$ cat src/vpu_pkg.sv
package vpu_pkg;

    // Source port count, one SRAM bank per port
    localparam int SRAM_R_PORT_CNT = 3;

    // One SRAM word as returned on the Wishbone data bus
    localparam int SRAM_DATA_WIDTH = 64;

    // Slice handed to the lane per rden
    localparam int DWIDTH_PER_EXEC = 32;

    // Slices per SRAM word
    localparam int EXEC_CNT = SRAM_DATA_WIDTH / DWIDTH_PER_EXEC;

    // Width of the slice counter
    localparam int EXEC_CNT_LG2 = 1;

    // One vector element inside a slice
    localparam int ELEM_WIDTH = 16;

endpackage

$ cat src/vpu_lane.sv
`timescale 1ns/1ps

module vpu_lane (
    input  logic                                 clk,
    input  logic                                 rst_n,

    // Slice interface from the source port
    input  logic                                 operand_valid_i,
    input  logic                                 operand_last_i,
    input  logic [vpu_pkg::DWIDTH_PER_EXEC-1:0]  operand_data_i [vpu_pkg::SRAM_R_PORT_CNT],
    input  logic                                 src_done_i,
    output logic                                 operand_rden_o,

    // Result stream
    output logic [vpu_pkg::DWIDTH_PER_EXEC-1:0]  res_data_o,
    output logic                                 res_valid_o,
    input  logic                                 res_ready_i,
    output logic                                 done_o
);
    import vpu_pkg::*;

    // Elements per slice
    localparam int LANES = DWIDTH_PER_EXEC / ELEM_WIDTH;

    logic                        stall;
    logic                        s1_valid_q;
    logic [2*ELEM_WIDTH-1:0]     s1_prod_q   [LANES];
    logic [DWIDTH_PER_EXEC-1:0]  s1_addend_q;
    logic [DWIDTH_PER_EXEC-1:0]  sum;
    logic                        op_open_q;

    // Output held while the sink is not ready
    assign stall = res_valid_o && !res_ready_i;

    // Take a slice only when stage one can move
    assign operand_rden_o = operand_valid_i && !stall;

    // Stage one, products plus the port 2 addend
    always_ff @(posedge clk) begin
        if (!rst_n) begin
            s1_valid_q <= 1'b0;
        end else if (!stall) begin
            s1_valid_q <= operand_rden_o;
        end
    end

    always_ff @(posedge clk) begin
        if (operand_rden_o) begin
            for (int e = 0; e < LANES; e++) begin
                s1_prod_q[e] <= operand_data_i[0][e*ELEM_WIDTH +: ELEM_WIDTH] *
                                operand_data_i[1][e*ELEM_WIDTH +: ELEM_WIDTH];
            end
            s1_addend_q <= operand_data_i[2];
        end
    end

    // Add per element, wrap to element width
    always_comb begin
        for (int e = 0; e < LANES; e++) begin
            sum[e*ELEM_WIDTH +: ELEM_WIDTH] = s1_prod_q[e][ELEM_WIDTH-1:0] +
                                              s1_addend_q[e*ELEM_WIDTH +: ELEM_WIDTH];
        end
    end

    // Stage two, result register
    always_ff @(posedge clk) begin
        if (!rst_n) begin
            res_valid_o <= 1'b0;
        end else if (!stall) begin
            res_valid_o <= s1_valid_q;
        end
    end

    always_ff @(posedge clk) begin
        if (!stall && s1_valid_q) begin
            res_data_o <= sum;
        end
    end

    // Open between the first and the last slice of one operation
    always_ff @(posedge clk) begin
        if (!rst_n) begin
            op_open_q <= 1'b0;
        end else if (operand_rden_o) begin
            op_open_q <= !operand_last_i;
        end
    end

    // Idle with the source done and the pipeline drained
    assign done_o = src_done_i && !op_open_q && !s1_valid_q && !res_valid_o;

endmodule

$ cat src/vpu_src_port.sv
`timescale 1ns/1ps

module vpu_src_port #(
    parameter int ADDR_W = 10
) (
    input  logic                                 clk,
    input  logic                                 rst_n,

    // Operation setup, sampled with start
    input  logic                                 start_i,
    input  logic [vpu_pkg::SRAM_R_PORT_CNT-1:0]  rd_en_i,
    input  logic [ADDR_W-1:0]                    addr0_i,
    input  logic [ADDR_W-1:0]                    addr1_i,
    input  logic [ADDR_W-1:0]                    addr2_i,

    // Slice interface toward the lane
    input  logic                                 operand_rden_i,
    output logic                                 operand_valid_o,
    output logic                                 operand_last_o,
    output logic [vpu_pkg::DWIDTH_PER_EXEC-1:0]  operand_data_o [vpu_pkg::SRAM_R_PORT_CNT],
    output logic                                 src_done_o,

    // Wishbone masters, one per bank
    output logic                                 wb0_cyc_o,
    output logic                                 wb0_stb_o,
    output logic [ADDR_W-1:0]                    wb0_adr_o,
    input  logic [vpu_pkg::SRAM_DATA_WIDTH-1:0]  wb0_dat_i,
    input  logic                                 wb0_ack_i,
    output logic                                 wb1_cyc_o,
    output logic                                 wb1_stb_o,
    output logic [ADDR_W-1:0]                    wb1_adr_o,
    input  logic [vpu_pkg::SRAM_DATA_WIDTH-1:0]  wb1_dat_i,
    input  logic                                 wb1_ack_i,
    output logic                                 wb2_cyc_o,
    output logic                                 wb2_stb_o,
    output logic [ADDR_W-1:0]                    wb2_adr_o,
    input  logic [vpu_pkg::SRAM_DATA_WIDTH-1:0]  wb2_dat_i,
    input  logic                                 wb2_ack_i
);
    import vpu_pkg::*;

    logic [SRAM_R_PORT_CNT-1:0]  ctrl_done;
    logic [SRAM_R_PORT_CNT-1:0]  wren;
    logic [SRAM_DATA_WIDTH-1:0]  wdata     [SRAM_R_PORT_CNT];
    logic [ADDR_W-1:0]           raddr     [SRAM_R_PORT_CNT];
    logic                        wb_cyc    [SRAM_R_PORT_CNT];
    logic                        wb_stb    [SRAM_R_PORT_CNT];
    logic [ADDR_W-1:0]           wb_adr    [SRAM_R_PORT_CNT];
    logic [SRAM_DATA_WIDTH-1:0]  wb_dat    [SRAM_R_PORT_CNT];
    logic                        wb_ack    [SRAM_R_PORT_CNT];

    // Operand buffers, one SRAM word per port
    logic [SRAM_DATA_WIDTH-1:0]  operand_q [SRAM_R_PORT_CNT];
    logic [SRAM_R_PORT_CNT-1:0]  loaded_q;
    logic                        armed_q;
    logic                        valid_q;
    logic [EXEC_CNT_LG2-1:0]     cnt_q;
    logic                        start_acc;
    logic                        last_slice;

    // Only an idle port takes a new start
    assign start_acc = start_i && src_done_o;

    assign raddr[0]  = addr0_i;
    assign raddr[1]  = addr1_i;
    assign raddr[2]  = addr2_i;
    assign wb_dat[0] = wb0_dat_i;
    assign wb_dat[1] = wb1_dat_i;
    assign wb_dat[2] = wb2_dat_i;
    assign wb_ack[0] = wb0_ack_i;
    assign wb_ack[1] = wb1_ack_i;
    assign wb_ack[2] = wb2_ack_i;

    genvar p;
    generate
        for (p = 0; p < SRAM_R_PORT_CNT; p++) begin : g_port
            vpu_src_port_ctrl #(
                .ADDR_W   (ADDR_W)
            ) ctrl_i (
                .clk      (clk),
                .rst_n    (rst_n),
                .start_i  (start_acc),
                .rd_en_i  (rd_en_i[p]),
                .raddr_i  (raddr[p]),
                .done_o   (ctrl_done[p]),
                .wdata_o  (wdata[p]),
                .wren_o   (wren[p]),
                .wb_cyc_o (wb_cyc[p]),
                .wb_stb_o (wb_stb[p]),
                .wb_adr_o (wb_adr[p]),
                .wb_dat_i (wb_dat[p]),
                .wb_ack_i (wb_ack[p])
            );

            // Payload register, no reset
            always_ff @(posedge clk) begin
                if (wren[p]) begin
                    operand_q[p] <= wdata[p];
                end
            end

            // Current slice out of the held word
            assign operand_data_o[p] = operand_q[p][cnt_q*DWIDTH_PER_EXEC +: DWIDTH_PER_EXEC];
        end
    endgenerate

    assign wb0_cyc_o = wb_cyc[0];
    assign wb0_stb_o = wb_stb[0];
    assign wb0_adr_o = wb_adr[0];
    assign wb1_cyc_o = wb_cyc[1];
    assign wb1_stb_o = wb_stb[1];
    assign wb1_adr_o = wb_adr[1];
    assign wb2_cyc_o = wb_cyc[2];
    assign wb2_stb_o = wb_stb[2];
    assign wb2_adr_o = wb_adr[2];

    assign last_slice = (cnt_q == EXEC_CNT_LG2'(EXEC_CNT - 1));

    // Loaded flags, armed until all ports have written
    always_ff @(posedge clk) begin
        if (!rst_n) begin
            loaded_q <= '0;
            armed_q  <= 1'b0;
            valid_q  <= 1'b0;
            cnt_q    <= '0;
        end else begin
            if (start_acc) begin
                loaded_q <= '0;
                armed_q  <= 1'b1;
            end else begin
                loaded_q <= loaded_q | wren;
                // Valid the cycle after the last write lands
                if (armed_q && &(loaded_q | wren)) begin
                    armed_q <= 1'b0;
                    valid_q <= 1'b1;
                end
            end
            if (valid_q && operand_rden_i) begin
                // Wrap after the last slice and empty the buffer
                if (last_slice) begin
                    cnt_q   <= '0;
                    valid_q <= 1'b0;
                end else begin
                    cnt_q <= cnt_q + 1'b1;
                end
            end
        end
    end

    assign operand_valid_o = valid_q;
    assign operand_last_o  = valid_q && last_slice;

    // Idle once every fetch is done and nothing waits in the buffer
    assign src_done_o = (&ctrl_done) && !armed_q && !valid_q;

endmodule

$ cat src/vpu_src_port_ctrl.sv
`timescale 1ns/1ps

module vpu_src_port_ctrl #(
    parameter int ADDR_W = 10
) (
    input  logic                                 clk,
    input  logic                                 rst_n,

    // Start and per-port setup
    input  logic                                 start_i,
    input  logic                                 rd_en_i,
    input  logic [ADDR_W-1:0]                    raddr_i,
    output logic                                 done_o,

    // Write side toward the operand buffer
    output logic [vpu_pkg::SRAM_DATA_WIDTH-1:0]  wdata_o,
    output logic                                 wren_o,

    // Wishbone classic read master
    output logic                                 wb_cyc_o,
    output logic                                 wb_stb_o,
    output logic [ADDR_W-1:0]                    wb_adr_o,
    input  logic [vpu_pkg::SRAM_DATA_WIDTH-1:0]  wb_dat_i,
    input  logic                                 wb_ack_i
);
    import vpu_pkg::*;

    typedef enum logic [1:0] {
        st_idle,
        st_req,
        st_zero
    } ctrl_state_e;

    ctrl_state_e        state_q;
    ctrl_state_e        state_d;

    // Word address latched with start
    logic [ADDR_W-1:0]  adr_q;

    // Next-state logic
    always_comb begin
        state_d = state_q;
        case (state_q)
            st_idle: begin
                // Disabled port skips the bus and fills zero
                if (start_i) begin
                    state_d = rd_en_i ? st_req : st_zero;
                end
            end
            st_req: begin
                // Single beat, back to idle after the ack
                if (wb_ack_i) begin
                    state_d = st_idle;
                end
            end
            st_zero: begin
                state_d = st_idle;
            end
            default: begin
                state_d = st_idle;
            end
        endcase
    end

    always_ff @(posedge clk) begin
        if (!rst_n) begin
            state_q <= st_idle;
        end else begin
            state_q <= state_d;
        end
    end

    // Address held for the whole request
    always_ff @(posedge clk) begin
        if (state_q == st_idle && start_i) begin
            adr_q <= raddr_i;
        end
    end

    // cyc and stb move together, dropped the cycle after ack
    assign wb_cyc_o = (state_q == st_req);
    assign wb_stb_o = (state_q == st_req);
    assign wb_adr_o = adr_q;

    // Ack cycle carries the read data straight into the buffer
    assign wren_o  = (state_q == st_req && wb_ack_i) || (state_q == st_zero);
    assign wdata_o = (state_q == st_req) ? wb_dat_i : {SRAM_DATA_WIDTH{1'b0}};

    // Idle means ready for the next start
    assign done_o = (state_q == st_idle);

endmodule

$ cat src/vpu_src_top.sv
`timescale 1ns/1ps

module vpu_src_top #(
    parameter int ADDR_W = 10
) (
    input  logic                                 clk,
    input  logic                                 rst_n,

    // Operation request
    input  logic                                 start_i,
    input  logic [vpu_pkg::SRAM_R_PORT_CNT-1:0]  rd_en_i,
    input  logic [ADDR_W-1:0]                    addr0_i,
    input  logic [ADDR_W-1:0]                    addr1_i,
    input  logic [ADDR_W-1:0]                    addr2_i,
    output logic                                 done_o,

    // Bank 0
    output logic                                 wb0_cyc_o,
    output logic                                 wb0_stb_o,
    output logic [ADDR_W-1:0]                    wb0_adr_o,
    input  logic [vpu_pkg::SRAM_DATA_WIDTH-1:0]  wb0_dat_i,
    input  logic                                 wb0_ack_i,

    // Bank 1
    output logic                                 wb1_cyc_o,
    output logic                                 wb1_stb_o,
    output logic [ADDR_W-1:0]                    wb1_adr_o,
    input  logic [vpu_pkg::SRAM_DATA_WIDTH-1:0]  wb1_dat_i,
    input  logic                                 wb1_ack_i,

    // Bank 2
    output logic                                 wb2_cyc_o,
    output logic                                 wb2_stb_o,
    output logic [ADDR_W-1:0]                    wb2_adr_o,
    input  logic [vpu_pkg::SRAM_DATA_WIDTH-1:0]  wb2_dat_i,
    input  logic                                 wb2_ack_i,

    // Result stream
    output logic [vpu_pkg::DWIDTH_PER_EXEC-1:0]  res_data_o,
    output logic                                 res_valid_o,
    input  logic                                 res_ready_i
);
    import vpu_pkg::*;

    logic                        start_acc;
    logic                        operand_valid;
    logic                        operand_last;
    logic                        operand_rden;
    logic [DWIDTH_PER_EXEC-1:0]  operand_data [SRAM_R_PORT_CNT];
    logic                        src_done;

    // Start dropped while the lane still drains
    assign start_acc = start_i && done_o;

    vpu_src_port #(
        .ADDR_W          (ADDR_W)
    ) src_port_i (
        .clk             (clk),
        .rst_n           (rst_n),
        .start_i         (start_acc),
        .rd_en_i         (rd_en_i),
        .addr0_i         (addr0_i),
        .addr1_i         (addr1_i),
        .addr2_i         (addr2_i),
        .operand_rden_i  (operand_rden),
        .operand_valid_o (operand_valid),
        .operand_last_o  (operand_last),
        .operand_data_o  (operand_data),
        .src_done_o      (src_done),
        .wb0_cyc_o       (wb0_cyc_o),
        .wb0_stb_o       (wb0_stb_o),
        .wb0_adr_o       (wb0_adr_o),
        .wb0_dat_i       (wb0_dat_i),
        .wb0_ack_i       (wb0_ack_i),
        .wb1_cyc_o       (wb1_cyc_o),
        .wb1_stb_o       (wb1_stb_o),
        .wb1_adr_o       (wb1_adr_o),
        .wb1_dat_i       (wb1_dat_i),
        .wb1_ack_i       (wb1_ack_i),
        .wb2_cyc_o       (wb2_cyc_o),
        .wb2_stb_o       (wb2_stb_o),
        .wb2_adr_o       (wb2_adr_o),
        .wb2_dat_i       (wb2_dat_i),
        .wb2_ack_i       (wb2_ack_i)
    );

    vpu_lane lane_i (
        .clk             (clk),
        .rst_n           (rst_n),
        .operand_valid_i (operand_valid),
        .operand_last_i  (operand_last),
        .operand_data_i  (operand_data),
        .src_done_i      (src_done),
        .operand_rden_o  (operand_rden),
        .res_data_o      (res_data_o),
        .res_valid_o     (res_valid_o),
        .res_ready_i     (res_ready_i),
        .done_o          (done_o)
    );

endmodule

$ cat config.mk
export PLATFORM = sky130hd
export DESIGN_NAME = vpu_src_top
export DESIGN_NICKNAME = d
export VERILOG_FILES = /design/src/vpu_pkg.sv /design/src/vpu_lane.sv /design/src/vpu_src_port.sv /design/src/vpu_src_port_ctrl.sv /design/src/vpu_src_top.sv
export SDC_FILE = /design/constraint.sdc
export NUM_CORES = 1
export LEC_CHECK = 0
export ABC_AREA = 1
export BUFFER_PORTS_ARGS = -buffer_cell sky130_fd_sc_hd__buf_4
export CORE_AREA = 3 3 233 235
export DETAILED_ROUTE_END_ITERATION = 10
export DIE_AREA = 0 0 236 238
export PLACE_DENSITY_LB_ADDON = 0.1
export SLEW_MARGIN = 0
export SYNTH_ARGS = -nofsm -noshare
export SYNTH_HDL_FRONTEND = slang
export SYNTH_HIERARCHICAL = 1
export SYNTH_SLANG_ARGS = --single-unit
$ cat constraint.sdc
create_clock -name clk -period 6 [get_ports clk]
set_clock_uncertainty 0.1 [all_clocks]
set_input_delay 1.2 -clock clk [delete_from_list [all_inputs] [get_ports clk]]
set_output_delay 1.2 -clock clk [all_outputs]
set_load 0.02 [all_outputs]
Word-level counts from Yosys, hierarchy flattened

Memory sizes are Yosys's and may differ from the RTL's.
Index checks and enable logic that the tools add are counted.

Add/subtract/negate cells: 3
Multipliers: 2
Eq/ne operators: 12
Shift-type cells: 3
Muxes and demuxes: 30
Bitwise operators: 2
Reduce and logical (&&, ||, !) cells: 40

Operators by type and width:

| operator                                                         | count |
|---|---|
| 64-bit two-way mux                                               | 3 |
| 64-bit by 7-bit variable part select with 32-bit output          | 3 |
| 16-bit by 16-bit multiplier with 32-bit output                   | 2 |
| 16-bit adder                                                     | 2 |
| 1-bit logical AND                                                | 19 |
| 2-bit two-way mux                                                | 9 |
| 1-bit two-way mux                                                | 15 |
| 2-bit case mux with 2 select lines                               | 3 |
| 2-bit by 1-bit != test with 1-bit output (second input constant) | 5 |
| 1-bit zero test                                                  | 8 |
| 2-bit by 1-bit == test with 1-bit output (second input constant) | 3 |
| 2-bit == test (second input constant)                            | 3 |
| 2-bit zero test                                                  | 3 |
| 2-bit AND reduction                                              | 3 |
| 3-bit AND reduction                                              | 2 |
| 1-bit logical OR                                                 | 3 |
| 3-bit bitwise OR                                                 | 1 |
| 2-bit != test (second input constant)                            | 1 |
| 2-bit nonzero test                                               | 1 |
| 2-bit OR reduction                                               | 1 |
| 1-bit adder (second input constant)                              | 1 |
| 1-bit NOT                                                        | 1 |

Register bits after elaboration: 109
Bits in writable memories: 256
Output and inout bits: 70
Word-level logic and storage cells: 109
Memories kept: 2

Memory list:

| memory               | depth | bits a word | read ports | clocked after memory_dff | write ports | RTL line           | text |
|---|---|---|---|---|---|---|---|
| src_port_i.operand_q | 3     | 64          | 3          | 0                        | 3           | vpu_src_port.sv:53 | `logic [SRAM_DATA_WIDTH-1:0] operand_q [SRAM_R_PORT_CNT];` |
| lane_i.s1_prod_q     | 2     | 32          | 2          | 0                        | 2           | vpu_lane.sv:27     | `logic [2*ELEM_WIDTH-1:0] s1_prod_q [LANES];` |

Logic depth before layout (Yosys ltp)

Word-level depth: 12
Mapped depth: 33
Depth with buffers taken out: 30

Hierarchy

The synthesis kept the hierarchy.

Modules (own cells, without submodules):

| module            | instances | cells an instance | area an instance (µm²) | seq. area each (µm²) |
|---|---|---|---|---|
| vpu_lane          | 1         | 1596              | 13001.2                | 2942.8 |
| vpu_src_port      | 1         | 548               | 7273.2                 | 5885.6 |
| vpu_src_port_ctrl | 3         | 164               | 1064.8                 | 340.3 |
| vpu_src_top       | 1         | 2                 | 7.5                    | 0.0 |

Least setup slack after synthesis

OpenSTA, ideal clock, no wires.

Path type: register to register
Start: reg src_port_i.cnt_q
End: mem lane_i/s1_prod_q[0][15] in the netlist's numbering, data pin
Setup time: 0.252 ns
Arrival: 5.416 ns
Required time: 5.648 ns
Path slack: 0.232 ns
Cell stages (with the launch flop): 27
Cell sequence: dfxtp_1 buf_4 inv_2 buf_2 nand2_1 nand2_1 buf_2 clkbuf_1 nand2_1 fa_1 fa_1 inv_1 fa_1 fa_1 fa_1 inv_1 fa_1 inv_1 ha_1 nand2_1 nor3_1 nand2_1 o211ai_1 a31oi_1 inv_1 nand3_1 nand2_1

RTL lines:

| what                   | RTL line            | text |
|---|---|---|
| start, declared        | vpu_src_port.sv:57  | `logic [EXEC_CNT_LG2-1:0] cnt_q;` |
| start signal, assigned | vpu_src_port.sv:144 | `cnt_q <= cnt_q + 1'b1;` |
| end, declared          | vpu_lane.sv:27      |  |

==> metrics <==
outcome=completed; number of synthesized flops with an enable pin=318; Tmin final=5.88 ns; post-synthesis cell area=23500 µm²; Max H-tree Level=2; final worst-path cycle share=0.981; wire per inst=16.4 µm; Final WS setup=0.117 ns; Net Count, Synth=3160; Crit Path Class=reg -> reg; GRT overflow=0; DR pass1 iterations=5; worst path cell trace=inv_6, buf_12, nand2_1, nand2_4, nand2_1, fa_1, inv_1, fa_1, inv_1, fa_2, fa_2, fa_1, fa_2, inv_1, ha_1, nand2_1, nor3_2, nand2_1, o211ai_1, a31oi_1, inv_1, nand3_1, nand2_1; fillers=4873; IO Port Bufs=301; Die Y=238 µm; sequential area share after synthesis=0.420; initial antenna violation count=0; Area contributors post-synth=edfxtp_1, fa_1, nand2_1; Clk Latency, worst-skew pair=0.56 ns; Main synth FF type=edfxtp_1; top-area cell type share of the netlist area=0.407; Setup WS pre-CTS=0.0196 ns; Clock Tree Root=clkbuf_16; Crit Path Max Fanout=17; Hold Slack=0.375 ns; area delta synth->final=19.7%; Max Clk Rate=170 MHz; GRT Util Overall=0.211; worst hold-check path type=reg -> reg; # diodes=0; headroom to the max-slew limit=0.348; via count=17263; hpwl dp=46.8 mm; ys async rst share=0; number of library cell types mapped by synthesis=36; area of the die=56200 µm²; Die X=236 µm; CP peak stage delay=0.62 ns; CTS tree=done; Syn. warnings=6; # setup viols final=0; Worst-Margin Slew=0.973 ns; placed cell area=26500 µm²; Clock transition at path regs=0.06 ns; cell taking the most area after synthesis=edfxtp_1; final WL=60.0 mm; clock sinks=333; Cell Rows=84; initial DRC count=867; Starting Density=0.448; DRC=0; Layout Nets=3473; max cap viols=0; largest net degree at the start of global routing=67; synthesis-stage register bit count=333; maximum buffer depth of the clock tree=3; design area=28100 µm²; final hold vios=0; CP Capture Type=flop; Multi-input gate area=10800 µm²; first-pass GRT wire length=94.1 mm; arrival time of the worst setup path=6.10 ns; Post-Syn Instances=2638; post-synthesis area per instance=8.90 µm²; share of cells above drive strength 1=0.173; clock buffer count from CTS=39; WHS Path Cells=2; R2R cell count=23; routability cong.=0.909; floorplan core area=52400 µm²; Req. time, crit path=6.21 ns; Critical Path Most Common Cell=nand2_1; antenna-violating nets left=0; I/O pin cnt=302; startpoint types=flop; fin. max-slew vios=0; vias in the first global route=17491; Sequential Area=9850 µm²; Crit-path slowest cell=fa_2; Via density=4.71
[cells in the final DEF (no fill, tap or decap), types with 34 or more instances in the layout]
cell and count:
edfxtp_1 318, nor2_1 200, xor2_1 44, fa_1 159, nand3_1 59, nor2_4 34
nand2_1 730, a21oi_1 58, buf_4 348, clkbuf_16 43, ha_1 124, inv_1 653
[worst paths after layout]
kind	start	endpoint	slack, ns
max	src_port_i/cnt_q	lane_i/s1_prod_q[0][15]	0.12
min	src_port_i/armed_q	src_port_i/armed_q	0.37
max reg2reg	src_port_i/cnt_q	lane_i/s1_prod_q[0][15]	0.12
min reg2reg	src_port_i/armed_q	src_port_i/armed_q	0.37
[worst max-delay path, delay by kind of cell (launching register included)]
| kind | cells | cell delay [ns] |
|---|---|---|
| adders and majority gates | 7 | 3.58 |
| and+or+nand+nor | 8 | 0.75 |
| buffers and inverters | 6 | 0.53 |
| DFF | 1 | 0.38 |
| AOI/OAI and AO/OA | 2 | 0.29 |
[sequential cells by signal, summed over array words and instances (netlist names)]
signal	count
lane_i/res_valid_o	1
src_port_i/cnt_q	1
lane_i/s1_prod_q	32
lane_i/res_data_o	32
src_port_i/loaded_q	3
src_port_i/operand_valid_o	1
src_port_i/armed_q	1
src_port_i/operand_q	192
lane_i/op_open_q	1
lane_i/s1_valid_q	1
lane_i/s1_addend_q	32
src_port_i/g_port.ctrl_i/state_q	6
src_port_i/g_port.ctrl_i/wb_adr_o	30
[cell families (layout without fill, tap and decap cells)]
kind of cell,after synthesis,after routing,share of synthesized area
AOI/OAI and AO/OA,106,106,0.0249
xor gates and xnor gates,68,68,0.0254
adders and majority gates,290,290,0.206
buffers and inverters,752,1093,0.132
DFF,333,333,0.420
and+or+nand+nor,1089,1089,0.192
[through the flow]
stage               cells   util  TNS, ns
floorplan            2638      -        0
global placement     3592  0.505        0
detailed placement   3592  0.505        0
CTS                  3661  0.530        0
global route         3667  0.536  -0.0642
finish               3667  0.536        0
[Yosys cell counts (3+ instances only)]
cell and instances:
a21o_1 5, a21oi_1 65, a31oi_1 6, buf_12 3
buf_2 26, buf_4 10, buf_6 20, clkbuf_1 28
dfxtp_1 15, edfxtp_1 318, fa_1 162, ha_1 128
inv_1 655, inv_2 6, inv_4 3, nand2_1 762
nand2_2 7, nand3_1 59, nand3b_1 10, nand4_1 6
nor2_1 201, nor2_4 33, nor3_1 7, nor3b_1 3
o2111ai_1 3, o21ai_0 14, o21ai_1 4, o31ai_1 4
xnor2_1 24, xor2_1 44
[timing repair]
action,in CTS,in global routing
buffers inserted,0,3
hold buffers,0,0
resized for setup,0,60
setup endpoints to repair,0,9
[cell type report]
cell class,count,area share
multi-input cells,1553,0.383
flip-flops and latches,333,0.351
repair buffers,359,0.101
inverters,665,0.0893
clock buffers,46,0.0364
well taps,688,0.0306
clock inverters,23,0.00966
[layer usage]
layer | vias up | track usage | share of wire | wire [µm]
li1 | 8523 | - | - | -
met1 | 8334 | 0.291 | 0.45 | 27200
met2 | 345 | 0.358 | 0.49 | 29200
met3 | 61 | 0.0324 | 0.044 | 2650
met4 | 0 | 0.0389 | 0.015 | 911
met5 | - | 0 | 0 | 0
Power is left out: the tool's default activity adds up to more than one toggle a clock period on the data nets, which glitch-free logic cannot reach.
